--- config.mk ---
export PLATFORM = sky130hd
export DESIGN_NAME = agen
export DESIGN_NICKNAME = d
export VERILOG_FILES = /design/src/hdl/rrag_config.svh /design/src/hdl/rrag_pkg.sv /design/src/hdl/agen.sv
export SDC_FILE = /design/constraint.sdc
export NUM_CORES = 1
export LEC_CHECK = 0
export CORE_MARGIN = 2
export CORE_UTILIZATION = 55
export DETAILED_ROUTE_END_ITERATION = 7
export DONT_BUFFER_PORTS = 1
export GPL_TIMING_DRIVEN = 0
export MAX_ROUTING_LAYER = met4
export PLACE_DENSITY = 0.7
export SLEW_MARGIN = 20
export SYNTH_ARGS = -nofsm -noshare
export SYNTH_HDL_FRONTEND = slang
export SYNTH_SLANG_ARGS = --single-unit
--- constraint.sdc ---
create_clock -name vclk -period 10.4
set_clock_uncertainty 0.1 [all_clocks]
set_input_delay 1.56 -clock vclk [all_inputs]
set_output_delay 1.56 -clock vclk [all_outputs]
set_load 0.02 [all_outputs]
--- src/hdl/rrag_config.svh ---
`ifndef RRAG_CONFIG_SVH
`define RRAG_CONFIG_SVH

// Data memory size in bytes. DMEM_DEPTH must equal 2**DMEM_AW so that
// byte indices wrap by simple truncation.
`define DMEM_DEPTH 256

`define DMEM_AW 8 // Width of a byte index.

`endif

--- src/hdl/rrag_pkg.sv ---
package rrag_pkg;

    // Offsets, linear addresses, segment base/limit and EIP.
    typedef logic [31:0] addr_t;

    typedef logic [63:0] data_t; // Store data and load result.

    typedef logic [2:0] reg_id_t;

    // A size code n means 2**n bytes.
    typedef enum logic [1:0] {
        SZ_1 = 2'd0,
        SZ_2 = 2'd1,
        SZ_4 = 2'd2,
        SZ_8 = 2'd3
    } opsize_t;

    typedef enum logic [1:0] {
        MEM_NONE = 2'd0,
        MEM_RD   = 2'd1,
        MEM_WR   = 2'd2
    } mem_op_t;

    typedef logic [1:0] scale_t; // Index shift amount.

endpackage

--- src/hdl/agen.sv ---
`timescale 1ns/1ps

module agen (
    input  rrag_pkg::opsize_t opsize,
    input  rrag_pkg::addr_t   base_reg,
    input  rrag_pkg::addr_t   index_reg,
    input  rrag_pkg::scale_t  scale,
    input  rrag_pkg::addr_t   disp,
    input  rrag_pkg::addr_t   seg_base,
    input  rrag_pkg::addr_t   seg_limit,
    output rrag_pkg::addr_t   lin_addr,
    output logic              fault
);
    import rrag_pkg::*;

    addr_t scaled_index;
    addr_t offset;
    addr_t span;
    addr_t end_offset;
    logic  end_carry;

    // Effective offset, wrapping modulo 2**32 like the real adder chain.
    always_comb begin
        scaled_index = index_reg << scale;
        offset       = base_reg + scaled_index + disp;
    end

    // Distance from the first to the last byte of the access.
    always_comb begin
        case (opsize)
            SZ_1: span = 32'd0;
            SZ_2: span = 32'd1;
            SZ_4: span = 32'd3;
            SZ_8: span = 32'd7;
            default: span = 32'd7;
        endcase
    end

    // The carry catches accesses that run past 4 GB even when the
    // truncated end offset would pass the limit test.
    assign {end_carry, end_offset} = {1'b0, offset} + {1'b0, span};

    assign fault = end_carry || (end_offset > seg_limit);

    assign lin_addr = seg_base + offset; // No paging, linear is physical.

endmodule

==> summary.txt <==
Outcome
  – Status: complete, no violations

Clocking
  – # hold bufs at CTS: 0

Setup path
  – Crit-path max FO: 10
  – Worst Path Required: 8.74 ns
  – Critical path class: input pin to output pin
  – WP data arrival: 8.44 ns
  – CP Launch Point: scale[0]
  – CP dominant cell by count: nor3_4
  – Critical Path Max Stage Delay: 0.61 ns
  – Kind of end point of the critical path: output pin
  – CP max stage cell: or4_4
  – Critical path launch point type: input pin

Final layout
  – Sequential Area: 0 sq um
  – # diodes: 0
  – Filler instances: 988
  – Layout clock buffer count: 0
  – Final nets: 1,007
  – Final instance area: 6245 sq um
  – Multi-input gate area: 5752 sq um
  – Layout cell share with drive strength beyond 1: 10.27%
  – Seq cells: 0
  – Final core occ: 58.12%
  – Area Growth Syn to Fin: 4.349%

STA
  – Final min period: 10.10 ns
  – Period utilization: 97.13%
  – Worst-Margin Slew: 0.7160 ns
  – Max_slew headroom: 51.98%
  – Slew Viols, Final: 0
  – Setup WS post-layout: 0.2989 ns
  – Final hold vios: 0
  – Final setup vio count: 0
  – Highest Clock Rate: 0.09900 GHz

Place
  – Placement Cell Area: 6160 sq um
  – Worst slack at placement: -0.5436 ns
  – Input/output buffers: 0
  – DP HPWL: 13,340 microns
  – GP Congestion: 0.8789

Drt
  – Wirelength per Cell: 17.77 microns
  – Post-route ant nets: 0
  – Vias: 5,431
  – Vias/cell: 6.382
  – Drt pass-1 iters: 5
  – Final wirelength: 15,120 microns
  – Detailed-route DRC error count: 0
  – Iteration-0 DRC Markers: 315

Job
  – Max Cap Viol: 0

Yosys
  – Synth area leaders: ha_1 (20%), fa_1 (11%), mux4_2 (11%), xnor2_1 (7.8%), a21o_1 (6.3%)
  – Syn_area_per_cell: 8.441 sq um
  – Mapped Nets: 1,003
  – Synthesized instance count: 709
  – Post-synth cell types: 68
  – Sequential share of the synthesized area: 0%
  – Area leader, netlist: ha_1
  – Warnings, synthesis: 0
  – Area fraction of the dominant cell type after synthesis: 20.07%
  – Cell Area, Synth: 5984 sq um

Global routing
  – Grt ovf: 0
  – Initial antenna violation count: 0
  – Vias in the first global route: 5,321
  – Largest net degree at the start of global routing: 11
  – GRT Resource Usage Total: 25.21%
  – First-pass GRT wire length: 23,980 microns

Floorplan
  – Initial Utilization: 55.69%
  – Core box area: 10,750 sq um
  – Die X: 108.3 microns
  – I/O pin count: 197
  – Die height: 108.3 microns
  – Core Rows: 38
  – Die area: 11,730 sq um

Power and ir drop
  – Clock share of power: 0%
  – Power per cell area: 274.5 nW/um^2
  – Leak Pwr: 2.870 nW
  – Net switching power: 1.069 mW
  – Tot Pwr: 1.714 mW
  – Sw frac: 62.36%
  – Reg power frac: 0%
  – Internal: 0.6453 mW
  – Peak supply drop: 0.0002059 V
  – Comb power frac: 100.0%

Hold path
  – Worst hold path type: input pin to output pin
  – Hold Startpoint: seg_base[0]
[layer usage]
layer  vias to the layer above  share of wire [%]  global-route usage (%)
li1                       2644                  -                       -
met1                      2566                 46                   34.95
met2                       205                 46                   41.60
met3                        16                6.5                   2.351
met5                         -                  0                       -
met4                         0                1.3                   2.930
[power by group through the flow]
stage | clock network (mW) | registers (mW) | logic, mW
after global placement | 0 | 0 | 1.64
after detailed placement | 0 | 0 | 1.69
after global routing | 0 | 0 | 1.90
after CTS | 0 | 0 | 1.69
after floorplan | 0 | 0 | 1.42
final | 0 | 0 | 1.71
[Yosys cell counts, types with 6 or more instances]
master and number:
o21bai_1 8, xor2_1 31, and2_1 6, clkbuf_1 12, nor3_1 13, nor2b_1 9
o21a_1 13, and3_1 10, inv_1 59, nand2_1 35, a211oi_1 11, ha_1 96
mux4_2 28, nand4_1 10, a21oi_1 46, o21ai_0 22, nand3_1 29, fa_1 34
nor2_1 34, a21o_1 50, a31oi_1 8, o21ai_1 6, xnor2_1 53
[cell usage in the layout, fill, tap and decap left out, types with 11 or more instances in the layout]
cell / Yosys / routed
a21o_1: 50 / 50
inv_1: 59 / 59
ha_1: 96 / 96
mux4_2: 28 / 28
o21a_1: 13 / 13
nor3_1: 13 / 12
nand3_1: 29 / 29
fa_1: 34 / 33
nor2_1: 34 / 34
a211oi_1: 11 / 11
xnor2_1: 53 / 52
a21oi_1: 46 / 45
nand2_1: 35 / 35
xor2_1: 31 / 30
o21ai_0: 22 / 22
[final timing paths]
path,depth (start not counted),end
setup / recovery,26,fault
hold / removal,1,lin_addr[0]
[final cells by class]
cell class,count,area share [%]
multi-input combinational,634,92.11
inverter,59,3.546
tap,140,2.805
buffer,16,1.302
timing repair buffer,2,0.2404
[per-stage QoR]
stage / hold WS (ns) / TNS (ns) / cells
after global routing: 3.237 / -0.02595 / 851
after detailed placement: 3.234 / -0.5585 / 849
after CTS: 3.234 / 0 / 849
after floorplan: 3.230 / 0 / 709
final: 3.233 / 0 / 851
after global placement: 3.238 / -0.4588 / 849
[worst max-delay path, delay by kind of cell]
kind,cells,cell delay [ns]
adders and majority gates,4,1.40
and+or+nand+nor,11,3.66
xor gates and xnor gates,2,0.21
buffers and inverters,3,0.39
muxes,1,0.11
AOI/OAI and AO/OA,5,1.07
[logic make-up after synthesis]
| logic type | share of synthesized area [%] |
|---|---|
| muxes | 10.87 |
| xor gates and xnor gates | 13.11 |
| and+or+nand+nor | 16.85 |
| adders and majority gates | 31.44 |
| buffers and inverters | 4.704 |
| AOI/OAI and AO/OA | 23.02 |
[repair_timing]
action / 4_1_cts / 5_1_grt
pin swaps: 0 / 3
buffers inserted: 0 / 2
setup endpoints to repair: 2 / 1
gates resized for setup: 5 / 19
hold endpoints to repair: 0 / 0
(Power assumes the default switching activity.)
