--- src/hdl/rrag_config.svh ---
`ifndef RRAG_CONFIG_SVH
`define RRAG_CONFIG_SVH

// Data memory size in bytes. DMEM_DEPTH must equal 2**DMEM_AW so that
// byte indices wrap by simple truncation.
`define DMEM_DEPTH 256

`define DMEM_AW 8 // Width of a byte index.

`endif

--- src/hdl/rrag_pkg.sv ---
package rrag_pkg;

    // Offsets, linear addresses, segment base/limit and EIP.
    typedef logic [31:0] addr_t;

    typedef logic [63:0] data_t; // Store data and load result.

    typedef logic [2:0] reg_id_t;

    // A size code n means 2**n bytes.
    typedef enum logic [1:0] {
        SZ_1 = 2'd0,
        SZ_2 = 2'd1,
        SZ_4 = 2'd2,
        SZ_8 = 2'd3
    } opsize_t;

    typedef enum logic [1:0] {
        MEM_NONE = 2'd0,
        MEM_RD   = 2'd1,
        MEM_WR   = 2'd2
    } mem_op_t;

    typedef logic [1:0] scale_t; // Index shift amount.

endpackage

--- src/hdl/pipe_reg.sv ---
`timescale 1ns/1ps

module pipe_reg #(
    parameter type T = logic
) (
    input  logic clk,
    input  logic rst_n,
    input  logic ld,
    input  logic clr,
    input  T     din,
    output T     dout
);

    // Clear wins over load, so a flush drops whatever is arriving.
    always_ff @(posedge clk or negedge rst_n) begin
        if (!rst_n) begin
            dout <= T'(0);
        end else if (clr) begin
            dout <= T'(0);
        end else if (ld) begin
            dout <= din;
        end
    end

    a_din_known: assert property (
        @(posedge clk) disable iff (!rst_n)
        (ld && !clr) |-> !$isunknown(din)
    ) else $error("pipe_reg: loading unknown bits");

endmodule

--- src/hdl/rrag_mem_latch.sv ---
`timescale 1ns/1ps

module rrag_mem_latch (
    input  logic               clk,
    input  logic               rst_n,
    input  logic               stall,
    input  logic               flush,
    input  logic               valid_in,
    input  rrag_pkg::opsize_t  opsize_in,
    input  rrag_pkg::mem_op_t  mem_op_in,
    input  rrag_pkg::addr_t    lin_addr_in,
    input  logic               fault_in,
    input  rrag_pkg::data_t    store_data_in,
    input  rrag_pkg::reg_id_t  dest_in,
    input  rrag_pkg::addr_t    eip_in,
    output logic               valid_out,
    output rrag_pkg::opsize_t  opsize_out,
    output rrag_pkg::mem_op_t  mem_op_out,
    output rrag_pkg::addr_t    lin_addr_out,
    output logic               fault_out,
    output rrag_pkg::data_t    store_data_out,
    output rrag_pkg::reg_id_t  dest_out,
    output rrag_pkg::addr_t    eip_out
);
    import rrag_pkg::*;

    logic ld;
    logic clr;

    // Every field shares one load and one clear.
    assign ld  = !stall;
    assign clr = flush;

    pipe_reg #(.T(logic)) u_valid (
        .clk(clk), .rst_n(rst_n), .ld(ld), .clr(clr), .din(valid_in), .dout(valid_out)
    );

    pipe_reg #(.T(opsize_t)) u_opsize (
        .clk(clk), .rst_n(rst_n), .ld(ld), .clr(clr), .din(opsize_in), .dout(opsize_out)
    );

    pipe_reg #(.T(mem_op_t)) u_mem_op (
        .clk(clk), .rst_n(rst_n), .ld(ld), .clr(clr), .din(mem_op_in), .dout(mem_op_out)
    );

    pipe_reg #(.T(addr_t)) u_lin_addr (
        .clk(clk), .rst_n(rst_n), .ld(ld), .clr(clr),
        .din(lin_addr_in), .dout(lin_addr_out)
    );

    pipe_reg #(.T(logic)) u_fault (
        .clk(clk), .rst_n(rst_n), .ld(ld), .clr(clr), .din(fault_in), .dout(fault_out)
    );

    pipe_reg #(.T(data_t)) u_store_data (
        .clk(clk), .rst_n(rst_n), .ld(ld), .clr(clr),
        .din(store_data_in), .dout(store_data_out)
    );

    pipe_reg #(.T(reg_id_t)) u_dest (
        .clk(clk), .rst_n(rst_n), .ld(ld), .clr(clr), .din(dest_in), .dout(dest_out)
    );

    pipe_reg #(.T(addr_t)) u_eip (
        .clk(clk), .rst_n(rst_n), .ld(ld), .clr(clr), .din(eip_in), .dout(eip_out)
    );

    // A flush must kill the latch even while the pipe is stalled.
    a_flush_kills: assert property (
        @(posedge clk) disable iff (!rst_n)
        flush |=> !valid_out
    ) else $error("rrag_mem_latch: valid survived a flush");

endmodule

--- config.mk ---
export PLATFORM = sky130hd
export DESIGN_NAME = rrag_mem_latch
export DESIGN_NICKNAME = d
export VERILOG_FILES = /design/src/hdl/rrag_config.svh /design/src/hdl/rrag_pkg.sv /design/src/hdl/pipe_reg.sv /design/src/hdl/rrag_mem_latch.sv
export SDC_FILE = /design/constraint.sdc
export NUM_CORES = 1
export LEC_CHECK = 0
export ABC_AREA = 0
export BUFFER_PORTS_ARGS = -buffer_cell sky130_fd_sc_hd__buf_2
export CAP_MARGIN = 5
export CORE_UTILIZATION = 40
export DETAILED_ROUTE_END_ITERATION = 8
export PLACE_DENSITY_LB_ADDON = 0.12
export SKIP_CTS_REPAIR_TIMING = 1
export SYNTH_ARGS = -nofsm -noshare
export SYNTH_HDL_FRONTEND = slang
export SYNTH_SLANG_ARGS = --single-unit
--- constraint.sdc ---
create_clock -name clk -period 0.9 [get_ports clk]
set_input_delay 0.18 -clock clk [delete_from_list [all_inputs] [get_ports clk]]
set_output_delay 0.18 -clock clk [all_outputs]
set_load 0.05 [all_outputs]
==> metrics.md, run 1 <==
| Metric | Value |
|---|---|
| Largest net degree at the start of global routing | 48 |
| Mapped Area | 5678 µm² |
| Core area | 13880 µm² |
| Root Driver | clkbuf_16 |
| Max_cap viols | 0 |
| # setup viols final | 137 |
| P&R area growth vs syn | 57.93% |
| DPL Wire Length | 10440 µm |
| WHS Endpoint | u_lin_addr.dout[22] |
| Fmax | 0.8556 GHz |
| Crit-path leading delay family | flip-flops |
| Setup tns final | -34770 ps |
| Startpoint types | register |
| Mean Syn Cell Area | 12.88 µm² |
| Synth Register Bits | 137 |
| First-pass detailed-route iteration total | 5 |
| Worst-Skew Late Latency | 410 ps |
| 1st-iter DRT viols | 129 |
| Finished Core Util | 64.60% |
| Initial antenna violation count | 0 |
| Via density per instance | 4.733 |
| Initial Utilization | 40.90% |
| Leakage | 4.580 nW |
| Hold Crit Class | primary input to register |
| Antenna cells | 0 |
| Worst vdd ir | 1.131 mV |
| Hold Startpoint | lin_addr_in[22] |
| Synth warn | 0 |
| NumNets Final | 878 |
| Drt wl/cell | 15.93 µm |
| Min Clock Period, post-route | 1169 ps |
| Port-buffer cells | 277 |
| Final Wtd Congestion | 0.7436 |
| Final Cycle Share | 129.9% |
| Run status | complete, but fails checks |
| Syn Nets | 582 |
| Chip height | 121.1 µm |
| Row cnt | 43 |
| GRT Overall Usage | 19.75% |
| Grt ovf | 0 |
| Filler cell count | 1091 |
| R2r startpoint | u_lin_addr.dout[26] |
| PD cells | 1963 nW/µm² |
| Clk_skew | 0 ps |
| Cell Area, Placed | 7365 µm² |
| Post-route cell area | 8967 µm² |
| Critical Path End Type | primary output |
| Cell variety after synth | 7 |
| Reg2reg setup slack | 30 ps |
| RSZ-0062 raised after global routing | true |
| Worst-path clk slew | 60 ps |
| Worst-case clock buffer depth | 2 |
| H-tree levels | 4 |
| Met3 usage | 7.660% |
| Final ANT Viol Nets | 0 |
| Critical Path AT | 990 ps |
| Worst flop-to-flop path endpoint | u_lin_addr.dout[26] |
| Least-Margin Pin Slew | 249.7 ps |
| Most used routing layer | met2 |
| Sequential-to-total area share from yosys stat | 60.38% |
| DRC viols | 0 |
| Failing checks | negative setup slack |
| Slew Limit Fails | 0 |
| Worst Path Buf+Inv | 1 |
| Worst-path maximum fanout | 2 |
| Fin. Hold Viols | 0 |
| TritonCTS clock tree | built |
| Clock Sinks | 137 |
| WL final | 14810 µm |
| WP data required | 720 ps |
| Slew headroom | 83.35% |
| Vias in the first global route | 4363 |
| First-pass GRT wire length | 21750 µm |
| Syn Inst Count | 441 |
| Layout cell share with drive strength beyond 1 | 62.27% |
| Setup WS post-layout | -268.8 ps |
| Met1 usage | 22.53% |
| Slowest stage cell, crit path | dfrtp_2 |
| I/O Pins | 278 |
| Dpl ws | -141.0 ps |
| Reg2Reg Depth | 3 |
| Die ar. | 14670 µm² |
| Die width | 121.1 µm |
| CTS Buf Count | 17 |
| Cells along the critical path | buf_8 |
| GR Util met2 | 32.39% |
| Worst setup path class | register to primary output |
| Via count | 4402 |
| Hold depth | 3 |
| Largest stage delay, worst path | 420 ps |
state kept, by name, indices dropped and copies added, names as in the netlist:
name and cells:
u_lin_addr.dout 32, u_fault.dout 1, u_dest.dout 3, u_eip.dout 32, u_mem_op.dout 2, u_opsize.dout 2
u_valid.dout 1, u_store_data.dout 64
stage by stage:
stage,hold slack [ps],cells,total power [W]
floorplan,-115.6,441,0.008964
finish,0.6771,930,0.01760
global placement,49.43,885,0.009844
detailed placement,52.64,885,0.009903
global route,0.6279,930,0.01830
CTS,-398.9,917,0.01722
cells in the mapped netlist (all sizes together):
master,n,area share (%)
dfrtp,137,60
mux2i,137,24
nor2,137,9.1
clkbuf,2,0.13
buf,28,6.3
kinds of logic after synthesis:
logic type    count (synthesis)  synth area share (%)
buf+inv                      30                 6.413
simple gates                137                 9.057
flops                       137                 60.38
mux                         137                 24.15
power breakdown:
part | switching, W | internal, W | total, W | leakage [nW]
Combinational | 0.00213 | 0.00139 | 0.00352 | 2.66
Sequential | 0.000266 | 0.00657 | 0.00684 | 1.62
Clock | 0.00248 | 0.00476 | 0.00724 | 0.305
Total | 0.00488 | 0.0127 | 0.0176 | 4.58
placed cells by master, fill, tap and decap left out:
cell	Yosys	layout
clkbuf_16	0	17
clkbuf_1	2	4
buf_6	1	133
buf_4	0	16
clkbuf_8	0	2
buf_2	13	137
nor2_1	137	137
mux2i_1	137	137
buf_8	0	6
clkinv_2	0	5
dlygate4sd3_1	0	5
dfrtp_2	0	137
buf_12	14	10
bufinv_16	0	4
worst max-delay path by stage:
stage / from / to / slack, ps / cells past startpoint
finish: u_lin_addr.dout[26] / lin_addr_out[26] / -270 / 1
floorplan: u_dest.dout[2] / u_dest.dout[2] / 70 / 2
CTS: u_eip.dout[29] / eip_out[29] / -360 / 1
detailed placement: stall / u_lin_addr.dout[11] / -140 / 4
global route: u_store_data.dout[27] / store_data_out[27] / -310 / 1
global placement: stall / u_lin_addr.dout[6] / -90 / 4
cell type report:
| class | count | area, µm² | share of cell area [%] |
|---|---|---|---|
| clock inverter | 9 | 145.1 | 1.619 |
| tap | 180 | 225.2 | 2.512 |
| multi-input combinational | 274 | 1886 | 21.03 |
| clock buffer | 23 | 467.9 | 5.218 |
| sequential | 137 | 3600 | 40.14 |
| timing repair buffer | 307 | 2644 | 29.48 |
per-layer routing:
layer  part of all wire, %  wire length, µm  up-vias
met5                     0                0        -
met4                   2.1              307        0
met3                   8.4             1246       25
met2                    51             7515      181
met1                    39             5743     2136
li1                      -                -     2060
Power figures use the tool's default switching activity.
==> run 2, diff against run 1 <==
ABC_CLOCK_PERIOD_IN_PS = 900   (was unset)
PLACE_DENSITY_LB_ADDON = 0.3   (was 0.12)
SKIP_LAST_GASP = 1   (was unset)
==> metrics.md, run 2 (synthesis gave the netlist of run 1 again) <==
| Metric | Value |
|---|---|
| WHS | 14.09 ps (+13.41 ps) |
| Setup WS post-layout | -265.7 ps (+3.075 ps) |
| Port-buffer cells | 277 (unchanged) |
| Drt wl/cell | 15.61 µm (-2.0%) |
| Core area | 13880 µm² (unchanged) |
| Final Cycle Share | 129.5% (-0.34 points) |
| Chip height | 121.1 µm (unchanged) |
| 1st-iter DRT viols | 181 (+40%) |
| Vias in the first global route | 4328 (-0.80%) |
| Most frequent cells in the layout | 137 x mux2i_1, 137 x nor2_1, 137 x buf_2, 137 x dfrtp_2, 132 x buf_6 |
| DRC viols | 0 (unchanged) |
| Clk_skew | 0 ps (unchanged) |
| P&R area growth vs syn | 57.29% |
| Reg2Reg Depth | 3 (unchanged) |
| Filler cell count | 1025 (-6.0%) |
| Hold Startpoint | lin_addr_in[30] |
| Worst setup path class | register to primary output |
| First-pass GRT wire length | 21000 µm (-3.4%) |
| Worst-path maximum fanout | 2 (unchanged) |
| Worst Path Buf+Inv | 1 (unchanged) |
| Reg2reg setup slack | 30 ps (about the same) |
| I/O Pins | 278 (unchanged) |
| Antenna cells | 0 (unchanged) |
| H-tree levels | 4 (unchanged) |
| Flip-flop count of the largest register after layout | 64 (unchanged) |
| DPL Wire Length | 10050 µm (-3.8%) |
| Slew headroom | 83.29% (about the same) |
| Failing checks | negative setup slack |
| Cells along the critical path | buf_6 |
| First-pass detailed-route iteration total | 5 (unchanged) |
| R2r startpoint | u_store_data.dout[38] |
| Grt ovf | 0 (unchanged) |
| PD cells | 1894 nW/µm² (-3.5%) |
| Layout cell share with drive strength beyond 1 | 62.72% (+0.45 points) |
| WL final | 14530 µm (-1.9%) |
| Leakage | 4.559 nW (-0.45%) |
| Startpoint types | register |
| Largest net degree at the start of global routing | 46 (-4.2%) |
| Final Wtd Congestion | 0.7597 (+2.2%) |
| RSZ-0062 raised after global routing | true |
| Clock Sinks | 137 (unchanged) |
| Initial antenna violation count | 0 (unchanged) |
| Max_cap viols | 0 (unchanged) |
| NumNets Final | 879 (+0.11%) |
| Worst-Skew Late Latency | 400 ps (about the same) |
| WHS Endpoint | u_lin_addr.dout[30] |
| Least-Margin Pin Slew | 250.7 ps (+0.9859 ps) |
| Worst vdd ir | 1.049 mV (-7.3%) |
| Slowest stage cell, crit path | dfrtp_2 |
| GRT Overall Usage | 18.76% (-1.0 points) |
| Via density per instance | 4.742 (+0.19%) |
| WP data required | 720 ps (about the same) |
| Largest stage delay, worst path | 420 ps (about the same) |
| Setup tns final | -33600 ps (+1175 ps) |
| TritonCTS clock tree | built |
| Hold depth | 3 (unchanged) |
| Crit-path leading delay family | flip-flops |
| Reg with most FFs | u_store_data.dout |
| Row cnt | 43 (unchanged) |
| Worst flop-to-flop path endpoint | u_store_data.dout[38] |
| Min Clock Period, post-route | 1166 ps (-3.075 ps) |
| Critical Path End Type | primary output |
| Initial Utilization | 40.90% (unchanged) |
| Die ar. | 14670 µm² (unchanged) |
| Fmax | 0.8578 GHz (+0.26%) |
| Final ANT Viol Nets | 0 (unchanged) |
| Root Driver | clkbuf_16 |
| Worst-path clk slew | 60 ps (about the same) |
| CTS Buf Count | 17 (unchanged) |
| Largest registers | u_store_data.dout x64, u_eip.dout x32, u_lin_addr.dout x32 |
| Worst-case clock buffer depth | 2 (unchanged) |
| Design Power | 0.01692 W (-3.9%) |
| Die width | 121.1 µm (unchanged) |
| Fin. Hold Viols | 0 (unchanged) |
| Run status | complete, but fails checks |
| Critical Path AT | 990 ps (about the same) |
| # setup viols final | 137 (unchanged) |
| Slew Limit Fails | 0 (unchanged) |
| Via count | 4415 (+0.30%) |
| Hold Crit Class | primary input to register |
## run 2: cell count changes in the layout (fill, tap and decap cells not counted), sizes merged
| cell | change |
|---|---|
| buf | +5 |
| clkinv | -2 |
| clkinvlp | +2 |
| bufinv | -3 |
| clkbuf | +3 |
| dlygate4sd3 | -4 |
## run 2: power by group
part	total [W]	internal, W	leakage, nW	switching [W]
Sequential	0.00684	0.00657	1.62	0.000270
Combinational	0.00354	0.00140	2.67	0.00213
Clock	0.00654	0.00409	0.271	0.00245
Total	0.0169	0.0121	4.56	0.00485
## run 2: per-layer routing
metal	vias to the layer above	global-route usage, %	wire (µm)
met5	-	0	0
met4	0	6.636	164
met3	13	6.532	1063
met2	200	31.29	7407
met1	2147	22.37	5895
li1	2055	-	-
## run 2: area by class of cell
cell class              instances  area, µm²  share of cell area (%)
repair buffers                308       2658                   29.76
multi-input cells             274       1886                   21.11
flip-flops and latches        137       3600                   40.31
well taps                     180      225.2                   2.522
clock buffers                  26      499.2                   5.590
clock inverters                 6      63.81                  0.7145
## run 2: through the flow
| step | std cells | setup WS [ps] | area [µm²] | utilization (%) |
|---|---|---|---|---|
| 6_report | 931 | -265.7 | 8931 | 64.34 |
| 4_1_cts | 921 | -353.1 | 7970 | 57.42 |
| 3_5_place_dp | 889 | -143.3 | 7407 | 53.36 |
| 5_1_grt | 931 | -306.2 | 8931 | 64.34 |
| 2_1_floorplan | 441 | 73.85 | 5849 | - |
| 3_3_place_gp | 889 | -89.77 | 7407 | 53.36 |
## run 2: how the worst max path moves through the flow
stage / startpoint / end / slack [ps] / cells past startpoint
floorplan: u_dest.dout[2] / u_dest.dout[2] / 70 / 2
global placement: stall / u_store_data.dout[30] / -90 / 4
detailed placement: stall / u_store_data.dout[4] / -140 / 4
CTS: u_store_data.dout[25] / store_data_out[25] / -350 / 1
global route: u_store_data.dout[51] / store_data_out[51] / -310 / 1
finish: u_store_data.dout[10] / store_data_out[10] / -270 / 1
